==> config.mk <==
export PLATFORM = sky130hd
export DESIGN_NAME = noc_link_bridge
export DESIGN_NICKNAME = d
export VERILOG_FILES = /design/src/bridge_cfg_pkg.sv /design/src/link_pkt_pkg.sv /design/src/credit_chan_if.sv /design/src/bridge_ctrl.sv /design/src/credit_tx.sv /design/src/flit_fifo.sv /design/src/noc_link_bridge.sv
export SDC_FILE = /design/constraint.sdc
export NUM_CORES = 1
export LEC_CHECK = 0
export ABC_AREA = 1
export BUFFER_PORTS_ARGS = -buffer_cell sky130_fd_sc_hd__clkbuf_2
export CAP_MARGIN = 25
export CORE_UTILIZATION = 54
export CTS_CLUSTER_SIZE = 24
export DETAILED_ROUTE_END_ITERATION = 7
export PLACE_DENSITY = 0.73
export REMOVE_ABC_BUFFERS = 1
export SYNTH_ARGS = -nofsm -noshare
export SYNTH_HDL_FRONTEND = slang
export SYNTH_SLANG_ARGS = --single-unit
export TNS_END_PERCENT = 20
==> constraint.sdc <==
create_clock -name clk_i -period 8 [get_ports clk_i]
set_input_delay 0.8 -clock clk_i [delete_from_list [all_inputs] [get_ports clk_i]]
set_output_delay 0.8 -clock clk_i [all_outputs]
set_load 0.01 [all_outputs]
==> src/bridge_cfg_pkg.sv <==
// Bridge sizing: flit widths, credit budget and the matching data types, imported by the RTL

package bridge_cfg_pkg;

  //////////////////////////////////////////////////
  // Flit widths
  //////////////////////////////////////////////////

  localparam int NARROW_W = 32;
  localparam int WIDE_W   = 64;

  //////////////////////////////////////////////////
  // Credit flow control
  //////////////////////////////////////////////////

  // Receive queue depth, also the credits each sender starts with
  localparam int NUM_CREDITS       = 8;
  localparam int CREDIT_W          = 4;
  // Owed credits that force a packet without data
  localparam int FORCE_SEND_THRESH = 4;

  typedef logic [NARROW_W-1:0] narrow_data_t;
  typedef logic [WIDE_W-1:0]   wide_data_t;
  typedef logic [CREDIT_W-1:0] credit_t;

endpackage

==> src/link_pkt_pkg.sv <==
// Serial link packet format and channel select states, shared by the control path and the top level

package link_pkt_pkg;

  import bridge_cfg_pkg::*;

  // Channel header, used both for the data and for the credits
  typedef logic [0:0] chan_id_t;

  localparam chan_id_t CHAN_NARROW = 1'b0;
  localparam chan_id_t CHAN_WIDE   = 1'b1;

  //////////////////////////////////////////////////
  // Link fields
  //////////////////////////////////////////////////

  // Payload above the data header in bit 0
  localparam int LINK_DATA_W = WIDE_W + 1;
  // data_valid, credit header, credits from the MSB down
  localparam int LINK_USER_W = 1 + 1 + CREDIT_W;

  typedef logic [LINK_DATA_W-1:0]             link_data_t;
  typedef logic [LINK_USER_W-1:0]             link_user_t;
  typedef logic [LINK_USER_W+LINK_DATA_W-1:0] link_word_t;

  typedef enum logic {
    SEL_NARROW,
    SEL_WIDE
  } sel_state_e;

endpackage

==> src/credit_chan_if.sv <==
// Handshake and credit signals of one virtual channel, between its credit counter and the control
`timescale 1ns/100ps

interface credit_chan_if
  import bridge_cfg_pkg::*;
();

  // Channel side
  logic       valid;
  wide_data_t data;
  logic       cred_only;
  credit_t    owed;

  // Control side
  logic       ready;
  // High when this channel's owed credits leave on the packet taken this cycle
  logic       cred_sel;
  logic       cred_in_valid;
  credit_t    cred_in;

  modport chan (
    output valid, data, cred_only, owed,
    input  ready, cred_sel, cred_in_valid, cred_in
  );

  modport ctrl (
    input  valid, data, cred_only, owed,
    output ready, cred_sel, cred_in_valid, cred_in
  );

endinterface

==> src/bridge_ctrl.sv <==
// Link control: picks narrow or wide traffic, piggybacks owed credits and decodes received packets
`timescale 1ns/100ps

module bridge_ctrl
  import bridge_cfg_pkg::*;
  import link_pkt_pkg::*;
(
  credit_chan_if.ctrl narrow_ch,
  credit_chan_if.ctrl wide_ch,

  input  logic         clk_i,
  input  logic         arst_n_i,

  output logic         pkt_valid_o,
  output link_word_t   pkt_o,
  input  logic         pkt_ready_i,

  input  logic         axis_in_tvalid_i,
  input  link_data_t   axis_in_tdata_i,
  input  link_user_t   axis_in_tuser_i,
  output logic         axis_in_tready_o,

  output logic         nq_valid_o,
  output narrow_data_t nq_data_o,
  input  logic         nq_ready_i,
  output logic         wq_valid_o,
  output wide_data_t   wq_data_o,
  input  logic         wq_ready_i
);

  sel_state_e state_q, state_d;
  chan_id_t   tx_data_hdr, tx_cred_hdr;
  wide_data_t tx_data;
  logic       tx_dvalid;
  credit_t    tx_credits;
  chan_id_t   rx_data_hdr, rx_cred_hdr;
  wide_data_t rx_payload;
  logic       rx_dvalid;
  credit_t    rx_credits;
  logic       rx_take;

  //////////////////////////////////////////////////
  // Transmit: channel select
  //////////////////////////////////////////////////

  always_comb begin
    state_d         = state_q;
    narrow_ch.ready = 1'b0;
    wide_ch.ready   = 1'b0;
    case (state_q)
      SEL_WIDE: begin
        pkt_valid_o   = wide_ch.valid;
        wide_ch.ready = pkt_ready_i;
        tx_data_hdr   = CHAN_WIDE;
        tx_data       = wide_ch.data;
        tx_dvalid     = ~wide_ch.cred_only;
        // Return to narrow once no wide packet is left hanging
        if ((!wide_ch.valid || pkt_ready_i) && narrow_ch.valid) begin
          state_d = SEL_NARROW;
        end
      end
      default: begin
        pkt_valid_o     = narrow_ch.valid;
        narrow_ch.ready = pkt_ready_i;
        tx_data_hdr     = CHAN_NARROW;
        tx_data         = narrow_ch.data;
        tx_dvalid       = ~narrow_ch.cred_only;
        if (wide_ch.valid && !narrow_ch.valid) begin
          state_d = SEL_WIDE;
        end
      end
    endcase
  end

  always_ff @(posedge clk_i or negedge arst_n_i) begin
    if (!arst_n_i) begin
      state_q <= SEL_NARROW;
    end else begin
      state_q <= state_d;
    end
  end

  // Larger owed count rides along, narrow on a tie
  assign tx_cred_hdr = (wide_ch.owed > narrow_ch.owed) ? CHAN_WIDE : CHAN_NARROW;
  assign tx_credits  = (tx_cred_hdr == CHAN_WIDE) ? wide_ch.owed : narrow_ch.owed;

  assign narrow_ch.cred_sel = pkt_valid_o & pkt_ready_i & (tx_cred_hdr == CHAN_NARROW);
  assign wide_ch.cred_sel   = pkt_valid_o & pkt_ready_i & (tx_cred_hdr == CHAN_WIDE);

  assign pkt_o = {tx_dvalid, tx_cred_hdr, tx_credits, tx_data, tx_data_hdr};

  //////////////////////////////////////////////////
  // Receive: decode by headers
  //////////////////////////////////////////////////

  assign {rx_payload, rx_data_hdr}            = axis_in_tdata_i;
  assign {rx_dvalid, rx_cred_hdr, rx_credits} = axis_in_tuser_i;

  assign nq_valid_o = axis_in_tvalid_i & rx_dvalid & (rx_data_hdr == CHAN_NARROW);
  assign wq_valid_o = axis_in_tvalid_i & rx_dvalid & (rx_data_hdr == CHAN_WIDE);
  assign nq_data_o  = rx_payload[NARROW_W-1:0];
  assign wq_data_o  = rx_payload;

  // Credit-only packets are always taken
  assign axis_in_tready_o = (nq_valid_o & nq_ready_i) | (wq_valid_o & wq_ready_i) |
                            (axis_in_tvalid_i & ~rx_dvalid);
  assign rx_take = axis_in_tvalid_i & axis_in_tready_o;

  assign narrow_ch.cred_in_valid = rx_take & (rx_cred_hdr == CHAN_NARROW);
  assign wide_ch.cred_in_valid   = rx_take & (rx_cred_hdr == CHAN_WIDE);
  assign narrow_ch.cred_in       = rx_credits;
  assign wide_ch.cred_in         = rx_credits;

endmodule

==> src/credit_tx.sv <==
// Transmit credit counter of one channel: holds a flit until the remote queue has room for it
`timescale 1ns/100ps

module credit_tx
  import bridge_cfg_pkg::*;
#(
  parameter int WIDTH = NARROW_W
) (
  input  logic             clk_i,
  input  logic             arst_n_i,

  input  logic             in_valid_i,
  input  logic [WIDTH-1:0] in_data_i,
  output logic             in_ready_o,

  // One flit left the local receive queue
  input  logic             rx_pop_i,

  credit_chan_if.chan      chan
);

  logic             rst_done_q;
  logic             hold_valid_q;
  logic [WIDTH-1:0] hold_data_q;
  credit_t          avail_q, avail_d;
  credit_t          owed_q, owed_d;
  logic             accept;
  logic             data_xfer;

  //////////////////////////////////////////////////
  // Input side
  //////////////////////////////////////////////////

  // No input during the first cycle out of reset
  assign in_ready_o = rst_done_q & ~hold_valid_q & (avail_q != '0);
  assign accept     = in_valid_i & in_ready_o;
  assign data_xfer  = hold_valid_q & chan.valid & chan.ready;

  // Payload register, loaded only when empty
  always_ff @(posedge clk_i) begin
    if (accept) begin
      hold_data_q <= in_data_i;
    end
  end

  //////////////////////////////////////////////////
  // Credit counters
  //////////////////////////////////////////////////

  always_comb begin
    avail_d = avail_q;
    if (accept) begin
      avail_d = avail_d - 1'b1;
    end
    if (chan.cred_in_valid) begin
      avail_d = avail_d + chan.cred_in;
    end
  end

  always_comb begin
    owed_d = owed_q;
    // Remove what was presented, pops of this cycle still count
    if (chan.cred_sel) begin
      owed_d = owed_d - owed_q;
    end
    if (rx_pop_i) begin
      owed_d = owed_d + 1'b1;
    end
  end

  always_ff @(posedge clk_i or negedge arst_n_i) begin
    if (!arst_n_i) begin
      rst_done_q   <= 1'b0;
      hold_valid_q <= 1'b0;
      avail_q      <= credit_t'(NUM_CREDITS);
      owed_q       <= '0;
    end else begin
      rst_done_q <= 1'b1;
      if (accept) begin
        hold_valid_q <= 1'b1;
      end else if (data_xfer) begin
        hold_valid_q <= 1'b0;
      end
      avail_q <= avail_d;
      owed_q  <= owed_d;
    end
  end

  // Credit-only request when idle and enough credits are owed
  assign chan.cred_only = ~hold_valid_q & (owed_q >= credit_t'(FORCE_SEND_THRESH));
  assign chan.valid     = hold_valid_q | chan.cred_only;
  assign chan.data      = wide_data_t'(hold_data_q);
  assign chan.owed      = owed_q;

endmodule

==> src/flit_fifo.sv <==
// Valid/ready FIFO of configurable width and depth, for the receive queues and the link output
`timescale 1ns/100ps

module flit_fifo #(
  parameter int WIDTH = 32,
  parameter int DEPTH = 8
) (
  input  logic             clk_i,
  input  logic             arst_n_i,

  input  logic             wr_valid_i,
  input  logic [WIDTH-1:0] wr_data_i,
  output logic             wr_ready_o,

  output logic             rd_valid_o,
  output logic [WIDTH-1:0] rd_data_o,
  input  logic             rd_ready_i
);

  logic [WIDTH-1:0]           mem_q [DEPTH];
  logic [$clog2(DEPTH)-1:0]   wr_ptr_q, rd_ptr_q;
  logic [$clog2(DEPTH+1)-1:0] count_q;
  logic                       push, pop;

  assign wr_ready_o = (int'(count_q) != DEPTH);
  assign rd_valid_o = (count_q != '0);
  assign rd_data_o  = mem_q[rd_ptr_q];

  assign push = wr_valid_i & wr_ready_o;
  assign pop  = rd_valid_o & rd_ready_i;

  // Storage
  always_ff @(posedge clk_i) begin
    if (push) begin
      mem_q[wr_ptr_q] <= wr_data_i;
    end
  end

  always_ff @(posedge clk_i or negedge arst_n_i) begin
    if (!arst_n_i) begin
      wr_ptr_q <= '0;
      rd_ptr_q <= '0;
      count_q  <= '0;
    end else begin
      if (push) begin
        wr_ptr_q <= (int'(wr_ptr_q) == DEPTH - 1) ? '0 : wr_ptr_q + 1'b1;
      end
      if (pop) begin
        rd_ptr_q <= (int'(rd_ptr_q) == DEPTH - 1) ? '0 : rd_ptr_q + 1'b1;
      end
      // Fill count, unchanged on simultaneous push and pop
      if (push && !pop) begin
        count_q <= count_q + 1'b1;
      end else if (pop && !push) begin
        count_q <= count_q - 1'b1;
      end
    end
  end

endmodule

==> src/noc_link_bridge.sv <==
// Top level of the two-channel credit bridge, connecting NoC flit ports to one serial link
`timescale 1ns/100ps

module noc_link_bridge
  import bridge_cfg_pkg::*;
  import link_pkt_pkg::*;
(
  input  logic         clk_i,
  input  logic         arst_n_i,

  input  logic         narrow_in_valid_i,
  input  narrow_data_t narrow_in_data_i,
  output logic         narrow_in_ready_o,
  input  logic         wide_in_valid_i,
  input  wide_data_t   wide_in_data_i,
  output logic         wide_in_ready_o,

  output logic         narrow_out_valid_o,
  output narrow_data_t narrow_out_data_o,
  input  logic         narrow_out_ready_i,
  output logic         wide_out_valid_o,
  output wide_data_t   wide_out_data_o,
  input  logic         wide_out_ready_i,

  output logic         axis_out_tvalid_o,
  output link_data_t   axis_out_tdata_o,
  output link_user_t   axis_out_tuser_o,
  input  logic         axis_out_tready_i,

  input  logic         axis_in_tvalid_i,
  input  link_data_t   axis_in_tdata_i,
  input  link_user_t   axis_in_tuser_i,
  output logic         axis_in_tready_o
);

  logic         pkt_valid, pkt_ready;
  link_word_t   pkt_word;
  logic         nq_valid, nq_ready;
  narrow_data_t nq_data;
  logic         wq_valid, wq_ready;
  wide_data_t   wq_data;

  credit_chan_if narrow_if ();
  credit_chan_if wide_if ();

  //////////////////////////////////////////////////
  // Transmit credit counters
  //////////////////////////////////////////////////

  // Credits come back as flits leave the receive queues
  credit_tx #(.WIDTH(NARROW_W)) u_narrow_tx (
    .clk_i(clk_i), .arst_n_i(arst_n_i),
    .in_valid_i(narrow_in_valid_i), .in_data_i(narrow_in_data_i),
    .in_ready_o(narrow_in_ready_o),
    .rx_pop_i(narrow_out_valid_o & narrow_out_ready_i),
    .chan(narrow_if.chan)
  );

  credit_tx #(.WIDTH(WIDE_W)) u_wide_tx (
    .clk_i(clk_i), .arst_n_i(arst_n_i),
    .in_valid_i(wide_in_valid_i), .in_data_i(wide_in_data_i),
    .in_ready_o(wide_in_ready_o),
    .rx_pop_i(wide_out_valid_o & wide_out_ready_i),
    .chan(wide_if.chan)
  );

  bridge_ctrl u_ctrl (
    .narrow_ch(narrow_if.ctrl), .wide_ch(wide_if.ctrl),
    .clk_i(clk_i), .arst_n_i(arst_n_i),
    .pkt_valid_o(pkt_valid), .pkt_o(pkt_word), .pkt_ready_i(pkt_ready),
    .axis_in_tvalid_i(axis_in_tvalid_i), .axis_in_tdata_i(axis_in_tdata_i),
    .axis_in_tuser_i(axis_in_tuser_i), .axis_in_tready_o(axis_in_tready_o),
    .nq_valid_o(nq_valid), .nq_data_o(nq_data), .nq_ready_i(nq_ready),
    .wq_valid_o(wq_valid), .wq_data_o(wq_data), .wq_ready_i(wq_ready)
  );

  //////////////////////////////////////////////////
  // Queues
  //////////////////////////////////////////////////

  // Keeps axis_out stable under back-pressure
  flit_fifo #(.WIDTH(LINK_USER_W + LINK_DATA_W), .DEPTH(2)) u_link_out_fifo (
    .clk_i(clk_i), .arst_n_i(arst_n_i),
    .wr_valid_i(pkt_valid), .wr_data_i(pkt_word), .wr_ready_o(pkt_ready),
    .rd_valid_o(axis_out_tvalid_o), .rd_data_o({axis_out_tuser_o, axis_out_tdata_o}),
    .rd_ready_i(axis_out_tready_i)
  );

  flit_fifo #(.WIDTH(NARROW_W), .DEPTH(NUM_CREDITS)) u_narrow_rx_fifo (
    .clk_i(clk_i), .arst_n_i(arst_n_i),
    .wr_valid_i(nq_valid), .wr_data_i(nq_data), .wr_ready_o(nq_ready),
    .rd_valid_o(narrow_out_valid_o), .rd_data_o(narrow_out_data_o),
    .rd_ready_i(narrow_out_ready_i)
  );

  flit_fifo #(.WIDTH(WIDE_W), .DEPTH(NUM_CREDITS)) u_wide_rx_fifo (
    .clk_i(clk_i), .arst_n_i(arst_n_i),
    .wr_valid_i(wq_valid), .wr_data_i(wq_data), .wr_ready_o(wq_ready),
    .rd_valid_o(wide_out_valid_o), .rd_data_o(wide_out_data_o),
    .rd_ready_i(wide_out_ready_i)
  );

endmodule

# After elaboration in Yosys (flattened, before gate mapping)
# Memories as Yosys holds them, arrays and structs flattened.
# Index checks and enable logic that the tools add are counted.
# totals
register_bits	140
ram_bits	910
wordCells	159
mem_count	3
# memory_table
name	words	word_bits	rd	rd_clocked_by_memory_dff	wr	line_no	text
u_wide_rx_fifo.mem_q	8	64	1	0	1	flit_fifo.sv:20	logic [WIDTH-1:0] mem_q [DEPTH];
u_narrow_rx_fifo.mem_q	8	32	1	0	1	flit_fifo.sv:20	
u_link_out_fifo.mem_q	2	71	1	0	1	flit_fifo.sv:20	
# op_classes
n_lt_le_gt_ge	3
n_eq_ne	7
mux	41
n_reduce_logical	27
addsub	20
n_bitwise	39
# op_table
operator	n
$mux W64	1
$mux W4	13
$and A1 B1 Y1	27
$mux W1	21
$add A4 B1 Y4 const B	4
$reduce_bool A4 Y1	4
$sub A4 B1 Y4 const B	4
$add A3 B1 Y3 const B	4
$eq A3 B1 Y1 const B	4
$mux W3	4
$reduce_bool A2 Y1	6
$add A4 B4 Y4	2
$ge A4 B3 Y1 const B	2
$logic_and A1 B1 Y1	8
$logic_not A1 Y1	8
$ne A4 B4 Y1 const B	2
$not A1 Y1	8
$sub A4 B4 Y4	2
$gt A4 B4 Y1	1
$mux W2	2
$or A1 B1 Y1	4
$add A1 B1 Y1 const B	2
$add A2 B1 Y2 const B	1
$ne A2 B2 Y1 const B	1
2 further kinds	2

# Depth between registers and ports, before layout
# depth
word_depth	9
mapped_depth	14
ltp_nobuf	14

# Cells and area by module
# From an unflattened synthesis, not the netlist that was laid out.
# hier_totals
hier_cells	4172
hier_area_um2	45336.0
# by_module_without_submodules
mod	cells_per_inst	n_inst	seq_area_each_um2	area_each_um2
flit_fifo at u_wide_rx_fifo	2296	1	15625.0	22617.9
flit_fifo at u_narrow_rx_fifo	932	1	7937.6	10791.6
flit_fifo at u_link_out_fifo	399	1	4364.2	5416.4
credit_tx at u_wide_tx	151	1	2173.3	2635.0
bridge_ctrl	238	1	25.0	1941.9
credit_tx at u_narrow_tx	152	1	1212.4	1918.1
noc_link_bridge	4	1	0.0	15.0

# Worst setup path before layout
# No wires, ideal clock.
# synth_timing
kind	in2reg
start	in axis_in_tdata_i[0]
end	mem u_wide_rx_fifo.mem_q[0][0] in the netlist's numbering (enable)
arrival_time_ps	3978
setup_ps	486
slack_ps	3536
cell_stages	3
path_buffers	0
path_cell_list	nand4_1 or2_2 nor2_1
# synth_between
elab_chain_cells	4
# synth_lines
element	line_no	text
start: declaration	noc_link_bridge.sv:31	input link_data_t axis_in_tdata_i,
$and A1 B1 Y1	bridge_ctrl.sv:100	assign wq_valid_o = axis_in_tvalid_i & rx_dvalid & (rx_data_hdr == CHAN_WIDE);
$and A1 B1 Y1	flit_fifo.sv:29	assign push = wr_valid_i & wr_ready_o;
$mux W1	flit_fifo.sv:34	if (push) begin
$mux W1 (implied by the code)	flit_fifo.sv:35	mem_q[wr_ptr_q] <= wr_data_i;
end: declaration	flit_fifo.sv:20	
# Every way passes these cells.

# Worst setup path in the final report
# layout_timing
start	reg u_wide_rx_fifo.rd_ptr_q[0]
end	out wide_out_data_o[26]
# layout_between
elab_chain_cells	1
# layout_lines
element	line_no	text
start: declaration	flit_fifo.sv:21	logic [$clog2(DEPTH)-1:0] wr_ptr_q, rd_ptr_q;
start signal: assignment	flit_fifo.sv:49	rd_ptr_q <= (int'(rd_ptr_q) == DEPTH - 1) ? '0 : rd_ptr_q + 1'b1;
$mem_v2 Z8 W64	n/a	
end: declaration	noc_link_bridge.sv:22	output wide_data_t wide_out_data_o,
# Every way passes these cells.

==> impl.org <==
** Status
- Run status :: finished, final reports clean

** Floorplanning
- In this run the vertical extent of the chip is 278 um.
- Once the floorplan was initialized, standard cells occupied a little over half of the core.
- The floorplan step set the die width to 278 um.
- Die area :: slightly below 0.08 sq mm
- Rows :: 100
- In this run the standard cell core region covers 0.0748 sq mm.
- Ports :: 348

** Route
- Average wire per cell in the routed design :: 20.8 um
- Detailed-route wire length :: 94300 um
- The count of nets left with antenna violations once routing finished came out at 0.
- Remaining design rule violation count :: 0
- The detailed router placed roughly 26000 vias in this run.
- Average vias per placed instance :: 5.65
- DRT Pass-1 Iters :: 6
- Starting DRT DRC Count :: between 2000 and 2500

** STA
- The tightest hold path in the finished design has a slack of 229 ps.
- Dividing the final minimum period by the clock period gives about three fifths.
- Number of pins exceeding their max-slew limit in the final report :: 0
- Layout Skew :: just under 20 ps
- Setup violations remaining at the end of the flow were counted as 0.
- Final hold violation count :: 0
- Setup repair after global routing missed its margin :: false
- In the post-route analysis, the smallest setup slack over all paths is about 3200 ps.
- Static timing analysis puts the maximum clock frequency at 0.207 GHz.
- The worst pin sits at a relative slew slack of roughly 29%.
- For the pin with the worst max-slew slack, the measured transition is between 1000 and 1500 ps.
- The smallest clock period supported by the final layout is computed as around 4800 ps.

** Placement
- During placement, the flow inserted port buffers numbering about 350.
- Routability-driven placement finished with a final weighted congestion of 0.831.
- Prior to clock tree synthesis, the placed netlist has a worst setup slack of 3910 ps.
- HPWL after detailed placement :: a little over 50000 um
- Post-placement cell area :: approximately 0.044 sq mm
- Number of instances in the placed design :: 4340

** Clock network
- Later-pin clock latency in the skew report :: about 650 ps
- Cell chosen for the clock root :: clkbuf_16
- Once the clock tree was built, the resizer swapped 0 gates to a different size.
- The longest clock path from root to sink contains 3 buffers.
- Number of buffers inserted during clock tree synthesis :: around 110
- Post CTS Setup Buffer Count :: 0
- The clock drives ~1100 sinks.
- Hold_buf cts :: 0
- TritonCTS built the clock tree.
- H-tree depth :: 3
- Clock-pin slew was measured on the worst setup and hold paths at roughly 60 ps.

** Cells and area
- Signed area change from the synthesized netlist to the final layout :: 14.7%
- Cell area after layout :: ~0.047 sq mm
- The post-route netlist has 16.3% of its cells at a drive strength greater than 1.
- The count of cells in the finished layout, fillers not included, comes to roughly 4500.
- NumNets Final :: 3686

** Logic synthesis
- The mapped netlist covers ~0.041 sq mm.
- Synthesis inferred between 1000 and 1500 register bits.
- Sequential cells were found to cover about three quarters of the synthesized design area.
- Cell count after synthesis :: 3165
- Mean Syn Cell Area :: between 10 and 15 sq um
- Of all cell types, the one taking the most synthesized area is edfxtp_1.
- Area share of the largest cell type after synthesis :: between 70% and 80%
- By area the synthesized netlist is led by edfxtp_1 (74%), nor2_1 (6.5%), o21ai_0 (4.0%), nand2_1 (3.8%), dfrtp_1 (2.6%).
- Yosys mapped the design onto 36 distinct sky130hd cell types.
- Yosys printed 0 warnings.

** Global routing
- Overflow left after global routing :: 0
- Vias in the first global route :: ~25000
- Global-route wire length before repair :: ~140000 um
- Number of antenna violations at the first check in global routing :: 9
- Entering global routing, the biggest net connects about 180 pins.
- In the global route stage, overall resource usage came out at 24.3%.

** Critical path
- Maximum single-stage delay on the critical path :: about 800 ps
- For this design, the slowest cell found on the critical path is inv_8.
- Startpoint of the worst register-to-register path :: u_wide_rx_fifo.count_q[0]
- Element type at the critical path end :: primary output
- Data on the critical path is required at its endpoint by roughly 7200 ps.
- For the worst setup path, the data arrival time is approximately 4000 ps.
- Largest driver fanout on the critical path :: 176
- The worst setup path is launched from a flop.
- The cell that appears most often on the critical path is nor2_1.
- Worst r2r dst :: u_wide_rx_fifo.mem_q[1][41]
- Counting cells, the worst reg-to-reg path comes to 7.
- Critical Setup Path Class :: flop to primary output
- Traced cell by cell, the critical path runs through inv_8, buf_4, nor2_1, o22ai_1, nor2_1, a31oi_1, clkbuf_2.
- In this run the register-to-register setup slack is between 4000 and 5000 ps.

** Min path
- The worst hold path belongs to the class input pin to async pin.

** Power and ir drop
- Across the VDD grid, the largest voltage drop is around 300 uV.
- Static leakage :: 17.2 nW
- Final Power :: 17.8 mW
- For this design the ratio of total power to cell area is roughly 380 mW/mm^2.

** Run
- Max-cap violations in this run came to 0.
## stage by stage
step / util [%] / TNS (ps)
global placement: 58.2 / 0
floorplan: - / -53190
CTS: 62.9 / 0
finish: 62.9 / 0
detailed placement: 58.2 / 0
global route: 62.9 / 0
## cell usage in the layout, fill, tap and decap left out, types with 3 or more instances in the layout
cell type,count
nand3_1,20
nor2_4,20
inv_6,3
clkinv_1,22
nor2_1,694
ha_1,29
clkinv_2,18
diode_2,7
dfrtp_4,3
buf_4,33
edfxtp_1,1006
dfrtp_2,3
bufinv_16,14
inv_1,88
clkbuf_16,106
clkinvlp_4,7
nand4_1,3
xor2_1,18
fa_1,4
a31oi_1,96
nor3_1,4
clkbuf_1,13
o22ai_1,97
clkinv_16,3
nand2_1,412
dfrtp_1,36
o21ai_1,86
a21oi_1,12
clkbuf_2,347
xnor2_1,8
inv_2,4
o21ai_0,324
## routing by layer
layer  global-route usage [%]  part of all wire (%)  vias up
met5                        0                 0.060        -
met4                     8.15                   2.5        8
met3                     4.97                   8.0      164
met2                     39.6                    49     1000
met1                     32.8                    41    12500
li1                         -                     -    11900
## flip-flops by register name (all words and copies together) (netlist names), 2 cells and up
signal,count
u_narrow_rx_fifo.rd_ptr_q,3
u_wide_rx_fifo.mem_q,512
u_narrow_tx.hold_data_q,32
u_wide_tx.chan.owed,4
u_wide_tx.avail_q,4
u_narrow_rx_fifo.wr_ptr_q,3
u_wide_rx_fifo.rd_ptr_q,3
u_wide_rx_fifo.wr_ptr_q,3
u_narrow_rx_fifo.count_q,4
u_wide_tx.chan.data,64
u_link_out_fifo.mem_q,142
u_narrow_tx.avail_q,4
u_wide_rx_fifo.count_q,4
u_link_out_fifo.count_q,2
u_narrow_tx.chan.owed,4
u_narrow_rx_fifo.mem_q,256
## worst max path at each step
stage / startpoint / endpoint / slack, ps / cells past startpoint
finish: u_wide_rx_fifo.rd_ptr_q[0] / wide_out_data_o[26] / 3180 / 7
global route: u_wide_rx_fifo.rd_ptr_q[0] / wide_out_data_o[15] / 2890 / 7
CTS: u_wide_rx_fifo.rd_ptr_q[0] / wide_out_data_o[17] / 3180 / 7
detailed placement: u_wide_rx_fifo.rd_ptr_q[0] / wide_out_data_o[17] / 3910 / 7
global placement: u_wide_rx_fifo.rd_ptr_q[0] / wide_out_data_o[0] / 3960 / 7
floorplan: u_wide_rx_fifo.rd_ptr_q[0] / wide_out_data_o[0] / -890 / 5
## cells in the mapped netlist
cell,n
edfxtp_1,1006
nor2_1,712
nand2_1,412
o21ai_0,324
o22ai_1,97
a31oi_1,96
clkbuf_1,96
inv_1,91
o21ai_1,86
dfrtp_1,42
buf_2,32
ha_1,29
nand3_1,20
xor2_1,18
buf_4,16
buf_6,15
buf_1,13
a21oi_1,12
xnor2_1,8
inv_2,5
fa_1,4
nor3_1,4
nand4_1,3
nor2_2,3
a21o_1,2
and2_1,2
clkbuf_2,2
dfstp_2,2
mux2_2,2
nand2_2,2
nand3_2,2
nand3b_1,2
or2_2,2
buf_8,1
conb_1,1
o21a_1,1
## final cells by class
class                      count  area (sq um)
inverter                      96           374
sequential                  1050         31300
timing repair buffer         381          2000
tap                          969          1210
clock inverter                70           806
clock buffer                 120          2720
antenna                        7          17.5
fill                        5483         27700
multi-input combinational   1844          8630
## critical path, delay by kind of cell, from the launching register on
| kind | cells | cell delay [ps] |
|---|---|---|
| AOI/OAI and AO/OA | 2 | 470 |
| buffers and inverters | 3 | 1770 |
| and+or+nand+nor | 2 | 140 |
| DFF | 1 | 800 |
## logic make-up (layout without fill, tap and decap cells)
logic type	Yosys count	after routing	share of synthesized area [%]
and+or+nand+nor	1164	1164	10.8
DFF	1050	1050	76.3
AOI/OAI and AO/OA	618	618	8.14
buffers and inverters	271	667	3.03
adders and majority gates	33	33	1.08
xor gates and xnor gates	26	26	0.555
muxes	2	2	0.0549
other	1	8	0.00914
## power breakdown
group          switching, mW  internal [mW]  total [mW]
clock                   2.05           2.90        4.95
sequential             0.375           6.90        7.27
combinational           3.90           1.73        5.63
(Power assumes the default switching activity.)
